===== src/lsu_pkg.sv =====
// CPU side definitions: data width, access size codes and load sign rule
package lsu_pkg;

    // ============================================================
    // Data path width
    // ============================================================
    // One word of data and address
    localparam int xlen = 32;

    // ============================================================
    // Access size, low two bits of funct3
    // ============================================================
    localparam logic [1:0] size_byte = 2'b00;
    localparam logic [1:0] size_half = 2'b01;
    localparam logic [1:0] size_word = 2'b10;

    // Position of the unsigned flag inside funct3 (LBU, LHU)
    localparam int load_unsigned = 2;

endpackage

===== src/lsu_decode.sv =====
// Decode stage: byte strobes, lane-replicated store data and misalignment flag
module lsu_decode (
    input  logic [lsu_pkg::xlen-1:0] address,
    input  logic [lsu_pkg::xlen-1:0] write_data,
    input  logic [2:0]               funct3,
    input  logic                     read_enable,
    input  logic                     write_enable,
    output logic [3:0]               byte_strobe,
    output logic [lsu_pkg::xlen-1:0] lane_data,
    output logic                     bus_read,
    output logic                     bus_write,
    output logic                     misaligned
);
    import lsu_pkg::*;

    logic [1:0] offset;
    logic       offset_bad;

    // Byte offset inside the addressed word
    assign offset = address[1:0];

    always_comb begin
        offset_bad = 1'b0;
        case (funct3[1:0])
            size_byte: begin
                byte_strobe = 4'b0001 << offset;
                // Same byte on every lane, strobes pick the right one
                lane_data   = {4{write_data[7:0]}};
            end
            size_half: begin
                byte_strobe = 4'b0011 << offset;
                lane_data   = {2{write_data[15:0]}};
                // Odd offsets straddle a halfword boundary
                offset_bad  = offset[0];
            end
            size_word: begin
                byte_strobe = 4'b1111;
                lane_data   = write_data;
                offset_bad  = |offset;
            end
            default: begin
                // Reserved size, no bytes enabled
                byte_strobe = 4'b0000;
                lane_data   = write_data;
            end
        endcase
    end

    // Only a real request can be misaligned
    assign misaligned = (read_enable | write_enable) & offset_bad;

    // Strobes to the bridge, gated off on a fault
    assign bus_read  = read_enable & ~misaligned;
    // A store with no enabled byte never reaches the bus
    assign bus_write = write_enable & ~misaligned & |byte_strobe;

endmodule


===== config.mk =====
export PLATFORM = sky130hd
export DESIGN_NAME = lsu_decode
export DESIGN_NICKNAME = d
export VERILOG_FILES = /design/src/lsu_pkg.sv /design/src/lsu_decode.sv
export SDC_FILE = /design/constraint.sdc
export NUM_CORES = 1
export LEC_CHECK = 0
export BUFFER_PORTS_ARGS = -buffer_cell sky130_fd_sc_hd__buf_2
export CORE_MARGIN = 2
export CORE_UTILIZATION = 25
export DETAILED_ROUTE_END_ITERATION = 8
export PLACE_DENSITY = 0.78
export SYNTH_ARGS = -nofsm -noshare
export SYNTH_HDL_FRONTEND = slang
export SYNTH_SLANG_ARGS = --single-unit

===== constraint.sdc =====
create_clock -name vclk -period 2.8
set_input_delay 0.28 -clock vclk [all_inputs]
set_output_delay 0.28 -clock vclk [all_outputs]
set_load 0.03 [all_outputs]

==> results.yml <==
layout:
  fin_cells: 161
  antennaDiodeCount: 0
  n_fill_cell: 237
  drive_above_1_share_pct: 65.4
  flops_and_latches: 0
  clkbuf_count: 0
  seqCellArea_um2: 0
  layout.nets: 208
  area_delta_synth_final_pct: 56.0
die:
  fp.dieW_um: 52.0
  io_pins: 108
  core_um2: 2190
  initial_utilization_pct: 26.3
  die_area_um2: 2710
  num_rows: 17
  die_h_um: 52.0
logic_synthesis:
  synth_fp_nets: 141
  syn_inst: 68
  yosys_warnings: 0
  synth_top_cell_by_area: "buf_4"
  synth_common_cells: "10 x buf_4, 8 x a21o_1, 7 x a221o_1"
  synth_most_common_cell: "buf_4"
  synth_area_um2: 577
  synthDistinctLibCells: 23
  netlist_top_cells_area: "buf_4 13%, a221o_1 12%, mux2_1 12%"
  netlist.area_leader.share_pct: 13.0
  synth_area_per_cell_um2: 8.48
  synth-seq-area-share_pct: 0
clocking:
  cts_setup_buffers: 0
  cts_hold_buf: 0
  ctsResizeCount: 0
power:
  leakage_uw: 0.000544
  p_int_uw: 83.7
  total_power_uw: 234
  clockPowerShare_pct: 0
  swShare_pct: 64.3
  p_per_area_nw_per_um2: 260
  seq_power_share_pct: 0
  ir_worst_vdd_mv: 0.111
  p_sw_uw: 151
  comb_power_share_pct: 100.0
routing:
  vias: 762
  drt_iter0_markers: 5
  dr.pass1.iters: 4
  via_per_inst: 4.73
  wire_per_inst_um: 12.1
  drtAntennaViolNets: 0
  routed_wl_mm: 1.95
  post-route-drc-count: 0
setup_path:
  start_kind: "primary input"
  end_kind: "output pin"
  crit_fanout: 16
  cp_top_family: "buffers and inverters"
  path_class: "in2out"
  cpMaxStageDelayCell: "ha_1"
  cp.arrival_ns: 1.91
  crit_chain: "buf_2 -> inv_1 -> ha_1 -> nand2b_1 -> a21o_1 -> buf_2"
  crit_top_cell: "buf_2"
  slowest_delay_ns: 0.40
  crit_start: "funct3[1]"
  crit_buf_inv: 3
  crit_required_ns: 2.52
sta:
  finalHoldViolCount: 0
  slew_violations: 0
  rsz0062_at_grt: "no"
  worstMarginPinSlew_ns: 0.566
  fin_crit_sh_pct: 78.3
  period_minus_slack_ns: 2.19
  setup_tns_ns: 0
  slew_headroom_pct: 62.3
  fmax_mhz: 456
  fin_ws_ns: 0.608
  setup_viol: 0
global_route:
  grt_usage_pct: 13.4
  grt_max_degree: 17
  grt_pass1_vias: 724
  globalRouteOverflowTotal: 0
  grt_pass1_wl_mm: 2.93
  antenna_found_initial: 0
worst_hold_path:
  hold_path_depth: 2
  whs_endpoint: "lane_data[5]"
  worstHoldStart: "write_data[5]"
  hold_path_class: "in2out"
placed_design:
  port_buffers: 77
  dp_cells: 161
  dp_hpwl_mm: 1.65
  post-place-ws_ns: 0.582
  gp_congestion: 0.662
outcome:
  outcome: "finished clean"
run:
  drv_cap: 0
## kinds of logic (layout without fill, tap and decap cells)
logic type | after synthesis | count (layout) | synth area share, %
AO/OA/AOI/OAI | 25 | 25 | 37.1
adder cells (fa/ha/maj) | 4 | 4 | 8.68
buffers and inverters | 15 | 80 | 18.9
multiplexers | 8 | 8 | 15.6
AND/OR/NAND/NOR | 16 | 16 | 19.7
## cell usage in the layout, fill, tap and decap left out, drive strengths merged
cell type	count
a21o	8
a21oi	1
a221o	7
a22o	2
a31oi	1
and2	8
buf	77
ha	4
inv	3
mux2	8
nand2b	4
nand3b	1
nor2	3
o211a	1
o21a	1
o21ai	1
o221ai	1
o31ai	2
## layer usage
layer / vias up / part of all wire (%) / global-route usage [%]
met3: 2 / 8.1 / 0.287
met4: 0 / 0.46 / 1.32
li1: 377 / - / -
met5: - / 0 / 0
met1: 342 / 37 / 14.1
met2: 41 / 54 / 29.3
## worst max path at each step
stage	to	slack, ns	depth (start not counted)
final	lane_data[10]	0.61	6
after detailed placement	lane_data[15]	0.58	6
after global routing	lane_data[12]	0.51	6
after floorplan	byte_strobe[2]	0.98	6
after CTS	lane_data[15]	0.58	6
after global placement	lane_data[10]	0.62	6
## final cells by class
| cell class | count | area (um2) | area share (%) |
|---|---|---|---|
| inverter | 3 | 11.3 | 1.25 |
| multi-input combinational | 53 | 468 | 52.0 |
| tap | 28 | 35.0 | 3.89 |
| timing repair buffer | 77 | 385 | 42.8 |
## power groups by stage
| stage | Sequential, uW | Combinational [uW] | Clock [uW] |
|---|---|---|---|
| after floorplan | 0 | 168 | 0 |
| final | 0 | 234 | 0 |
| after detailed placement | 0 | 236 | 0 |
| after global routing | 0 | 250 | 0 |
| after global placement | 0 | 231 | 0 |
| after CTS | 0 | 236 | 0 |
## stage by stage
stage                     area (um2)  hold slack, ns  utilization (%)
after floorplan                  577           0.677                -
after global placement           900           0.834             41.1
after detailed placement         900           0.835             41.1
after CTS                        900           0.835             41.1
after global routing             900           0.840             41.1
final                            900           0.833             41.1
(Power assumes the default switching activity.)
