$ cat src/axil_pkg.sv
// Bus side definitions: bridge FSM states, AXI-Lite response codes, RAM depth
package axil_pkg;

    // Bridge FSM, one AXI-Lite transaction at a time
    typedef enum logic [2:0] {
        idle,
        send_read_addr,
        recv_read_data,
        send_write_addr,
        send_write_data,
        wait_write_resp
    } bridge_state_t;

    // AXI response codes
    localparam logic [1:0] resp_okay   = 2'b00;
    localparam logic [1:0] resp_slverr = 2'b10;

    // RAM depth in words and the matching word index width
    localparam int mem_words      = 256;
    localparam int mem_index_bits = $clog2(mem_words);

endpackage

$ cat src/lsu_pkg.sv
// CPU side definitions: data width, access size codes and load sign rule
package lsu_pkg;

    // ============================================================
    // Data path width
    // ============================================================
    // One word of data and address
    localparam int xlen = 32;

    // ============================================================
    // Access size, low two bits of funct3
    // ============================================================
    localparam logic [1:0] size_byte = 2'b00;
    localparam logic [1:0] size_half = 2'b01;
    localparam logic [1:0] size_word = 2'b10;

    // Position of the unsigned flag inside funct3 (LBU, LHU)
    localparam int load_unsigned = 2;

endpackage
$ cat src/axil_bridge.sv
// Execute stage: uncached AXI-Lite master FSM with stall, done flag and fault pulse
module axil_bridge (
    input  logic                     clk,
    input  logic                     rst_n,
    // Decoded CPU request
    input  logic [lsu_pkg::xlen-1:0] address,
    input  logic [lsu_pkg::xlen-1:0] lane_data,
    input  logic [3:0]               byte_strobe,
    input  logic                     bus_read,
    input  logic                     bus_write,
    input  logic                     misaligned,
    // Back to the CPU
    output logic [lsu_pkg::xlen-1:0] read_word,
    output logic                     stall,
    output logic                     access_fault,
    // AXI-Lite write channels
    output logic [lsu_pkg::xlen-1:0] awaddr,
    output logic                     awvalid,
    input  logic                     awready,
    output logic [lsu_pkg::xlen-1:0] wdata,
    output logic [3:0]               wstrb,
    output logic                     wvalid,
    input  logic                     wready,
    input  logic                     bvalid,
    input  logic [1:0]               bresp,
    output logic                     bready,
    // AXI-Lite read channels
    output logic [lsu_pkg::xlen-1:0] araddr,
    output logic                     arvalid,
    input  logic                     arready,
    input  logic                     rvalid,
    input  logic [lsu_pkg::xlen-1:0] rdata,
    input  logic [1:0]               rresp,
    output logic                     rready
);
    import axil_pkg::*;

    bridge_state_t state, next_state;

    // Done flag is high for the single cycle after the last beat
    logic tx_done;
    logic comb_stall, seq_stall;
    logic resp_fault;
    logic final_beat, final_bad;

    // ============================================================
    // Next state
    // ============================================================
    always_comb begin
        next_state = state;
        case (state)
            idle: begin
                // No restart while the CPU retires the previous access
                if (!tx_done) begin
                    if (bus_read) begin
                        next_state = send_read_addr;
                    end else if (bus_write) begin
                        next_state = send_write_addr;
                    end
                end
            end
            send_read_addr:  if (arready) next_state = recv_read_data;
            recv_read_data:  if (rvalid)  next_state = idle;
            send_write_addr: if (awready) next_state = send_write_data;
            send_write_data: if (wready)  next_state = wait_write_resp;
            wait_write_resp: if (bvalid)  next_state = idle;
            default:         next_state = idle;
        endcase
    end

    // Last beat of either transaction, and whether it came back bad
    assign final_beat = (state == recv_read_data && rvalid) ||
                        (state == wait_write_resp && bvalid);
    assign final_bad  = (state == recv_read_data && rvalid && rresp != resp_okay) ||
                        (state == wait_write_resp && bvalid && bresp != resp_okay);

    // ============================================================
    // Stall and fault
    // ============================================================
    // Raised combinationally on entry, held by the registered copy
    assign comb_stall   = (next_state != idle) && (bus_read || bus_write);
    assign stall        = (comb_stall || seq_stall) && !tx_done;
    // Misaligned faults immediately, bus errors line up with done
    assign access_fault = resp_fault || misaligned;

    always_ff @(posedge clk) begin
        if (!rst_n) begin
            state      <= idle;
            seq_stall  <= 1'b0;
            tx_done    <= 1'b0;
            resp_fault <= 1'b0;
            read_word  <= '0;
        end else begin
            state      <= next_state;
            seq_stall  <= comb_stall;
            tx_done    <= final_beat;
            resp_fault <= final_bad;
            // Capture on the read-data beat
            if (rvalid && rready) begin
                read_word <= rdata;
            end
        end
    end

    // ============================================================
    // AXI-Lite master outputs
    // ============================================================
    // Address and data follow the held CPU request
    assign awaddr  = address;
    assign araddr  = address;
    assign wdata   = lane_data;
    assign wstrb   = byte_strobe;

    // One channel active per state, write phases in sequence
    assign awvalid = (state == send_write_addr);
    assign wvalid  = (state == send_write_data);
    assign bready  = (state == wait_write_resp);
    assign arvalid = (state == send_read_addr);
    assign rready  = (state == recv_read_data);

endmodule

$ cat config.mk
export PLATFORM = sky130hd
export DESIGN_NAME = axil_bridge
export DESIGN_NICKNAME = d
export VERILOG_FILES = /design/src/axil_pkg.sv /design/src/lsu_pkg.sv /design/src/axil_bridge.sv
export SDC_FILE = /design/constraint.sdc
export NUM_CORES = 1
export LEC_CHECK = 0
export BUFFER_PORTS_ARGS = -buffer_cell sky130_fd_sc_hd__buf_4
export CORE_AREA = 2 2 99 101
export CTS_CLUSTER_DIAMETER = 80
export DETAILED_ROUTE_END_ITERATION = 8
export DIE_AREA = 0 0 101 103
export PLACE_DENSITY = 0.74
export RECOVER_POWER = 25
export SYNTH_ARGS = -nofsm -noshare
export SYNTH_HDL_FRONTEND = slang
export SYNTH_SLANG_ARGS = --single-unit
$ cat constraint.sdc
create_clock -name clk -period 2.1 [get_ports clk]
set_input_delay 0.105 -clock clk [delete_from_list [all_inputs] [get_ports clk]]
set_output_delay 0.105 -clock clk [all_outputs]
set_load 0.02 [all_outputs]
==> metrics <==
final period utilization 92.03%; RR Startpoint state[1]; RR Endpoint read_word[21]; R2R Setup Slk 0.52 ns; data arrival time of the worst path 1.83 ns; GRT Overall Usage 9.409%; Fin Clk Skew 0.007715 ns; met1 GRT Util 9.504%; drt pass-1 iters 4; hold buffers post-CTS 0; top-area cell type share of the netlist area 30.52%; Worst EP required 2.00 ns; # IOs 253; pins over their slew limit 0; sequential share of the synthesized area 30.52%; Startpoint Class flop; Die Ht 103 um; Slew headroom 75.35%; CTS max path bufs 2; Post-CTS Resized 0; CP endpoint stall; largest cells by area after synthesis dfxtp_1, buf_4, a21boi_2, nand2_1, buf_12; Layout area overhead 0.3515%; area leader, netlist dfxtp_1; CP Capture Type output pin; Setup Buffers After CTS 0; Final min period 1.933 ns; dpl hpwl 4016 um; worst hold path startpoint rdata[3]; die width 101 um; largest net degree at the start of global routing 39; Avg Inst Size Synth 8.624 um^2; FP Rows 36; routing usage on met2 16.26%; Synth Warn # 0; critical path class reg -> out; Worst-path clk slew 0.08 ns; setup TNS 0 ns; Final Wtd Congestion 0.8146; busiest grt layer met2; max cap viols 0; # setup viols final 0; synth cell count leaders buf_4, nand2_1, dfxtp_1; worst hold path type in -> reg; CTS root buf clkbuf_8; maximum vdd drop 0.2657 mV; Yosys reg bits 38; Core ar. 9459 um^2; vias in the first global route 1553; vias post-DR 1643; top_reg_cell synth dfxtp_1; Post-synth ARST share 0%; RSZ-0062 raised after global routing false; Leak 1.019 nW; Antenna Nets Post-Route 0; Worst Tran Pin Value 0.3664 ns; Cell Area, Synth 2492 um^2; DIE AREA 10400 um^2; fmax 517.4 MHz; initial core utilization 26.35%; # fillers 1028; cts bufs inserted 5; # H-tree levels 2; status complete, no violations; Skew-Pair Late Insertion Delay 0.28 ns; WL final 5133 um; Max FO, Critical Path 9; Remaining DRCs 0; GRT overflow 0; n_diodes 0; Cells after Synth 289; Tot Pwr 0.001693 W; WL/cell 13.40 um; Starting DRT DRC Count 21; DP Worst Slack 0.4917 ns; CTS tree done; syn_nets 403; initial antenna violation count 0; Setup crit start state[2]; most instantiated library cell after synthesis buf_4; Final WS setup 0.1674 ns; R2R depth 5; library cells used by synthesis 30; layout cells sized above 1 47.21%; met3 Use GR 3.186%; EDFF count, synth 0; Via density 4.290; final hold viol count 0; I/O Buffers 84; nets 384; first-pass GRT wire length 7514 um; clock sink count 38; Pwr Density 676.7 nW/um^2
==> how the worst min path moves through the flow <==
stage / slack, ns / cells past startpoint / end
3_5_place_dp: 0.21 / 0 / wdata[17]
4_1_cts: 0.05 / 3 / read_word[24]
5_1_grt: 0.06 / 3 / read_word[28]
6_report: 0.07 / 3 / read_word[3]
2_1_floorplan: 0.25 / 2 / read_word[1]
3_3_place_gp: 0.21 / 0 / wdata[17]
==> critical path: stages (launching register included) <==
cell      delay [ns]
dfxtp_1         0.53
and3b_1         0.24
and2_1          0.17
nor3_1          0.28
a311oi_1        0.15
buf_4           0.18
==> cell families (layout without fill, tap and decap cells) <==
kind of cell / after synthesis / count (layout) / synth area share [%]
muxes: 1 / 1 / 0.4016
buffers and inverters: 117 / 97 / 35.64
and+or+nand+nor: 87 / 87 / 15.41
AOI/OAI and AO/OA: 46 / 46 / 18.02
DFF: 38 / 38 / 30.52
==> flip-flops by register name, summed over array words and instances, names as in the netlist <==
signal      cells
read_word      32
state           3
resp_fault      1
seq_stall       1
tx_done         1
==> stage by stage <==
stage	hold WS, ns	std cells	cell area, um^2	utilization (%)
6_report	0.06997	383	2501	26.44
5_1_grt	0.05893	383	2501	26.44
4_1_cts	0.05419	383	2501	26.44
3_5_place_dp	0.2101	377	2419	25.57
3_3_place_gp	0.2101	377	2419	25.57
2_1_floorplan	0.2499	289	2492	-
==> power breakdown <==
part,switching [W],internal [W]
Combinational,0.000197,0.000195
Clock,0.000246,0.000254
Sequential,0.0000385,0.000763
==> placed cells by master, fill, tap and decap left out, drive strengths merged, types with 2 or more instances in the layout <==
master / n
nor2: 3
o21ai: 2
nand2: 66
or2: 2
clkbuf: 6
and2: 2
a21oi: 4
nand2b: 4
inv: 3
a21boi: 34
buf: 88
dfxtp: 38
nor2b: 2
nor3: 3
==> per-layer routing <==
metal	vias up	share of wire (%)
met5	-	0
met4	0	4.8
met3	30	10
met2	96	49
met1	739	36
li1	778	-
==> layout make-up <==
class	count	area, um^2	area share [%]
clock buffer	6	82.58	3.302
inverter	3	11.26	0.4502
multi-input combinational	134	843.3	33.72
sequential	38	760.7	30.42
tap	114	142.6	5.703
timing repair buffer	88	660.6	26.41
Power figures use the tool's default switching activity.
