## src/lsu_pkg.sv

```systemverilog
// CPU side definitions: data width, access size codes and load sign rule
package lsu_pkg;

    // ============================================================
    // Data path width
    // ============================================================
    // One word of data and address
    localparam int xlen = 32;

    // ============================================================
    // Access size, low two bits of funct3
    // ============================================================
    localparam logic [1:0] size_byte = 2'b00;
    localparam logic [1:0] size_half = 2'b01;
    localparam logic [1:0] size_word = 2'b10;

    // Position of the unsigned flag inside funct3 (LBU, LHU)
    localparam int load_unsigned = 2;

endpackage
```

## src/load_align.sv

```systemverilog
// Result stage: lane select and sign or zero extension of the read word
module load_align (
    input  logic [lsu_pkg::xlen-1:0] read_word,
    input  logic [1:0]               offset,
    input  logic [2:0]               funct3,
    output logic [lsu_pkg::xlen-1:0] read_data
);
    import lsu_pkg::*;

    logic [xlen-1:0] shifted;
    logic            sign_fill;

    // Addressed byte or halfword moved down to bit 0
    assign shifted   = read_word >> {offset, 3'b000};
    // LB and LH sign extend, LBU and LHU zero extend
    assign sign_fill = !funct3[load_unsigned];

    always_comb begin
        case (funct3[1:0])
            size_byte: begin
                read_data = {{(xlen - 8){sign_fill & shifted[7]}}, shifted[7:0]};
            end
            size_half: begin
                // Offset 2 lands the upper half here
                read_data = {{(xlen - 16){sign_fill & shifted[15]}}, shifted[15:0]};
            end
            default: begin
                read_data = read_word;
            end
        endcase
    end

endmodule

```

## config.mk

```make
export PLATFORM = sky130hd
export DESIGN_NAME = load_align
export DESIGN_NICKNAME = d
export VERILOG_FILES = /design/src/lsu_pkg.sv /design/src/load_align.sv
export SDC_FILE = /design/constraint.sdc
export NUM_CORES = 1
export LEC_CHECK = 0
export BUFFER_PORTS_ARGS = -buffer_cell sky130_fd_sc_hd__buf_2
export CAP_MARGIN = 20
export CORE_ASPECT_RATIO = 1.1
export CORE_MARGIN = 3
export CORE_UTILIZATION = 42
export DETAILED_ROUTE_END_ITERATION = 8
export PLACE_DENSITY = 0.95
export SKIP_LAST_GASP = 1
export SLEW_MARGIN = 20
export SYNTH_ARGS = -nofsm -noshare
export SYNTH_HDL_FRONTEND = slang
export SYNTH_SLANG_ARGS = --single-unit
```

## constraint.sdc

```tcl
create_clock -name vclk -period 2.49
set_input_delay 0.249 -clock vclk [all_inputs]
set_output_delay 0.249 -clock vclk [all_outputs]
set_load 0.03 [all_outputs]
```

==> results of run 1 <==
[critical path, stage by stage]
cell      delay (ps)
buf_2            290
mux4_2           430
a221oi_4         660
o21ai_0          190
buf_2            220
[layout make-up]
| type | instances | share of cell area, % |
|---|---|---|
| Tap cell | 17 | 2.00 |
| Multi-Input combinational cell | 97 | 62.7 |
| Timing Repair Buffer | 71 | 33.9 |
| Inverter | 4 | 1.41 |
[per-stage QoR]
step | setup WS [ps] | total power [mW] | hold slack, ps | std cells | util, %
6_report | 197 | 0.313 | 860 | 189 | 65.8
4_1_cts | 250 | 0.310 | 865 | 189 | 65.8
3_3_place_gp | 401 | 0.300 | 848 | 189 | 65.8
3_5_place_dp | 250 | 0.309 | 865 | 189 | 65.8
5_1_grt | 96.6 | 0.333 | 889 | 189 | 65.8
2_1_floorplan | 468 | 0.216 | 708 | 113 | -
[power breakdown]
group          internal, mW  switching, mW  total, mW  leakage [nW]
clock                     0              0          0             0
combinational         0.105          0.207      0.313         0.606
sequential                0              0          0             0
[cells by family (layout without fill, tap and decap cells)]
| family | Yosys count | in the layout |
|---|---|---|
| compound gates | 49 | 49 |
| simple gates | 39 | 39 |
| buf+inv | 16 | 75 |
| mux | 9 | 9 |
[synthesized netlist by cell type]
cell and instances:
a22o_1 6, clkinv_1 1, and4b_1 1, nand3b_1 7, nand3_1 1, o21ai_1 10
mux2i_1 7, o31ai_1 7, o21bai_1 1, a221oi_4 1, mux4_2 1, clkbuf_1 10
nor2b_1 2, a21oi_1 1, inv_1 3, a2bb2oi_1 2, mux2_2 1, o211a_1 7
o21ai_0 7, buf_6 2, a211oi_1 1, nand2_1 28, o2bb2ai_1 6
[cells in the final DEF (no fill, tap or decap)]
| cell | n |
|---|---|
| mux2_2 | 1 |
| nand3_1 | 1 |
| o21ai_1 | 10 |
| a2bb2oi_1 | 2 |
| o2bb2ai_1 | 6 |
| a21oi_1 | 1 |
| clkinv_1 | 1 |
| nor2b_1 | 2 |
| o21ai_0 | 7 |
| mux2i_1 | 7 |
| nand3b_1 | 7 |
| and4b_1 | 1 |
| o31ai_1 | 7 |
| a211oi_1 | 1 |
| buf_2 | 69 |
| o21bai_1 | 1 |
| a22o_1 | 6 |
| buf_4 | 2 |
| mux4_2 | 1 |
| nand2_1 | 28 |
| o211a_1 | 7 |
| inv_1 | 3 |
| a221oi_4 | 1 |
[routing by layer]
| metal | vias to the layer above | wire [um] |
|---|---|---|
| met3 | 2 | 225 |
| met1 | 521 | 1180 |
| met2 | 61 | 1510 |
| li1 | 544 | - |
| met4 | 0 | 19 |
| met5 | - | 0 |
[worst max-delay path by stage]
stage,to,slack (ps),depth (start not counted)
after floorplan,read_data[12],470,5
after global placement,read_data[30],400,5
after detailed placement,read_data[19],250,5
after CTS,read_data[19],250,5
after global routing,read_data[19],100,5
final,read_data[19],200,5
==> impl_metrics.toml, run 1 <==
[global_route]
grt.met2_usage_pct = 44.0
grt_use_met1_pct = 31.0
grt_first_pass_wirelength_um = 4530
top_usage_layer = "met2"
overflow = 0
grt_max_degree = 36
use_met3_pct = 1.46
grt_antenna_before_repair = 0
grt_pass1_vias = 1046
grtUsageTotal_pct = 24.8

[floorplanning]
die-height_um = 50.0
initial_core_util_pct = 45.9
dieArea_mm2 = 0.00230
core_mm2 = 0.00161
fp.dieW_um = 46.0
rows = 15
pin_count = 69

[sta]
fin_crit_sh_pct = 92.1
min_period_ps = 2290
setup-tns-final_ps = 0
hold_viol_final = 0
max_freq_ghz = 0.436
setup_viol = 0
tightest_slew_ps = 682
relSlewSlack_pct = 54.5
slew_viol_final = 0
rsz0062_at_grt = "no"

[hold_path]
holdPathStages = 4
hold_path.class = "input pin to output pin"
hold_start = "read_word[7]"
min_to = "read_data[7]"

[final_layout]
multi_input_area_um2 = 666
diodes = 0
nNetsFinal = 211
areaGrowthSynthToFinish_pct = 43.4
drive_gt1_share_pct = 43.0
nFlopsAndLatches = 0
ff_latch_area_um2 = 0
nFillCells = 139
clockBufferCount = 0
fin_area_mm2 = 0.00106

[detailed_routing]
routed_wl_um = 2940
vias_per_cell = 5.97
vias = 1128
wire_per_inst_um = 15.5
drt-initial-drc-count = 35
dr.pass1.iters = 4
drtAntennaViolNets = 0
drc_errors = 0

[placed_design]
port-buffer-count = 69
place_area_mm2 = 0.00106
gp_congestion = 0.888
dp_hpwl_um = 2260

[power_and_ir_drop]
powerDensity_mw_per_mm2 = 294
p_leak_nw = 0.606
ir_worst_vdd_v = 0.000122

[synthesis]
yosys.area.top_type = "nand2_1"
yosys-top-cells-area = "nand2_1, mux2i_1, o211a_1"
synth_area_um2 = 741
postSynthCellCount = 113
muxShareOfSynthArea_pct = 14.0
ys_warn_count = 0
synth_top_family_by_area = "compound AO/OA/AOI/OAI gates"
synth_xor_xnor_area_share_pct = 0
synth-compound-area-share_pct = 50.8
seq_area_frac_synth_pct = 0
post_synth_num_cell_types = 23
synth.avg_cell_area_um2 = 6.55
yosysTopAreaCellShare_pct = 14.2
yosys.area_share.simple_pct = 25.0
synth_fa_ha_area_share_pct = 0
synthesis.nets = 150

[flow_run]
cap_violations = 0

[clock_tree]
cts-resized-gates = 0
post-cts-setup-buffers = 0
postCtsHoldBufs = 0

[worst_setup_path]
cp_data_arrival_time_ps = 2040
critPathKind = "input pin to output pin"
startpoint_type = "input pin"
cp-end-kind = "output pin"
worstPathRequired_ps = 2240
crit_start = "offset[0]"
path_max_fanout = 20

[status]
status = "finished clean"
(Power assumes the default switching activity.)
==> run 2, diff against run 1 <==
--- a/config.mk
+++ b/config.mk
@@ -7,9 +7,11 @@
 export LEC_CHECK = 0
 export BUFFER_PORTS_ARGS = -buffer_cell sky130_fd_sc_hd__buf_2
 export CAP_MARGIN = 20
+export CELL_PAD_IN_SITES_DETAIL_PLACEMENT = 1
+export CELL_PAD_IN_SITES_GLOBAL_PLACEMENT = 1
 export CORE_ASPECT_RATIO = 1.1
 export CORE_MARGIN = 3
-export CORE_UTILIZATION = 42
+export CORE_UTILIZATION = 26
 export DETAILED_ROUTE_END_ITERATION = 8
 export PLACE_DENSITY = 0.95
 export SKIP_LAST_GASP = 1
==> run 2 against run 1 <==
  * Hold slack lost 2.2 ps
  * First-iteration DRC count is 49% lower
  * Sequential share of layout area did not move
  * Critical endpoint is now read_data[20]
  * Non-clock buffer count is 2 higher
  * Largest cell class unchanged
  * Routed wire length is 5.3% higher
  * Cell area up 3.1%
  * Count of clock-buffer cells in the layout unchanged
  * Setup slack gained 230 ps
  * Global-route usage is 8.7 points lower
  * Cell count increased by 8.5%
==> impl_metrics.toml, run 2 (synthesis results as in run 1) <==
[placed_design]
gp_congestion = 0.800
dp_hpwl_um = 2500
place_ws_ps = 420
port-buffer-count = 69
dp.cells = 205

[worst_setup_path]
crit_chain = "buf_2 > mux4_2 > a221oi_4 > buf_4 > o21ai_0 > buf_2"
cp_data_arrival_time_ps = 1820
path_max_fanout = 20
max_stage_delay_ps = 430
cp_common_cell = "buf_2"
startpoint_type = "input pin"
worst-path-buf-inv = 3
cp_slowest_cell = "mux4_2"
worstPathRequired_ps = 2240
cp-end-kind = "output pin"
critPathKind = "input pin to output pin"
critical-path-top-delay-family = "buffers and inverters"

[detailed_routing]
wire_per_inst_um = 15.1
vias = 1103
vias_per_cell = 5.38
routed_wl_um = 3090
dr.pass1.iters = 4
drt-initial-drc-count = 18
drtAntennaViolNets = 0
drc_errors = 0

[sta]
max_freq_ghz = 0.484
relSlewSlack_pct = 60.3
tightest_slew_ps = 594
fin_ws_ps = 425
hold_viol_final = 0
fin_crit_sh_pct = 82.9
rsz0062_at_grt = "no"
whs_ps = 858
slew_viol_final = 0
setup_viol = 0
min_period_ps = 2070
setup-tns-final_ps = 0

[clock_tree]
postCtsHoldBufs = 0
post-cts-setup-buffers = 0
cts-resized-gates = 0

[floorplanning]
rows = 19
dieArea_mm2 = 0.00353
die-height_um = 62.0
initial_core_util_pct = 28.3
pin_count = 69
core_mm2 = 0.00262
fp.dieW_um = 56.9

[power_and_ir_drop]
switching_share_pct = 65.4
ir_worst_vdd_v = 0.000116
pwr-share-comb_pct = 100.0
pwr-share-clk_pct = 0
power_uw = 315
p_leak_nw = 0.615
seqPwrFrac_pct = 0
cellInternalPower_uw = 109
switching_power_uw = 206
powerDensity_mw_per_mm2 = 288

[final_layout]
nFlopsAndLatches = 0
nNetsFinal = 213
areaGrowthSynthToFinish_pct = 47.8
drive_gt1_share_pct = 43.7
layout_common_cells = "buf_2, nand2_1, o21ai_1"
finalNonFillerCells = 205
ff_latch_area_um2 = 0
diodes = 0
clockBufferCount = 0
final_common_cell = "buf_2"

[global_route]
grt_max_degree = 36
grt_first_pass_wirelength_um = 4660
grtUsageTotal_pct = 16.0
grt_antenna_before_repair = 0
overflow = 0
grt_pass1_vias = 1048

[flow_run]
cap_violations = 0

[hold_path]
hold_path.class = "input pin to output pin"

[status]
status = "finished clean"
[run 2: final cells by class]
cell class                 instances  area, um^2
multi-input combinational         97         666
tap                               31        38.8
inverter                           4        15.0
fill                             386        1520
timing repair buffer              73         375
[run 2: power by group through the flow]
| stage | combinational (mW) | sequential (mW) | clock (mW) |
|---|---|---|---|
| after floorplan | 0.216 | 0 | 0 |
| after detailed placement | 0.317 | 0 | 0 |
| after global routing | 0.340 | 0 | 0 |
| final | 0.315 | 0 | 0 |
| after CTS | 0.319 | 0 | 0 |
| after global placement | 0.313 | 0 | 0 |
[run 2: metrics by stage]
step	util [%]	cell area [um^2]
after floorplan	-	741
after global placement	41.9	1090
after detailed placement	41.9	1090
after CTS	41.9	1090
after global routing	41.9	1090
final	41.9	1090
[run 2: final timing paths]
kind / from / end / slack (ps) / cells after the start
min: read_word[7] / read_data[7] / 860 / 4
max: offset[0] / read_data[20] / 420 / 6
[run 2: metal layers]
| metal | up-vias | GRT usage, % | wire, um |
|---|---|---|---|
| met5 | - | 0 | 0 |
| met4 | 0 | 0 | 0 |
| met3 | 0 | 1.86 | 218 |
| met2 | 36 | 32.5 | 1630 |
| met1 | 513 | 19.4 | 1250 |
| li1 | 554 | - | - |
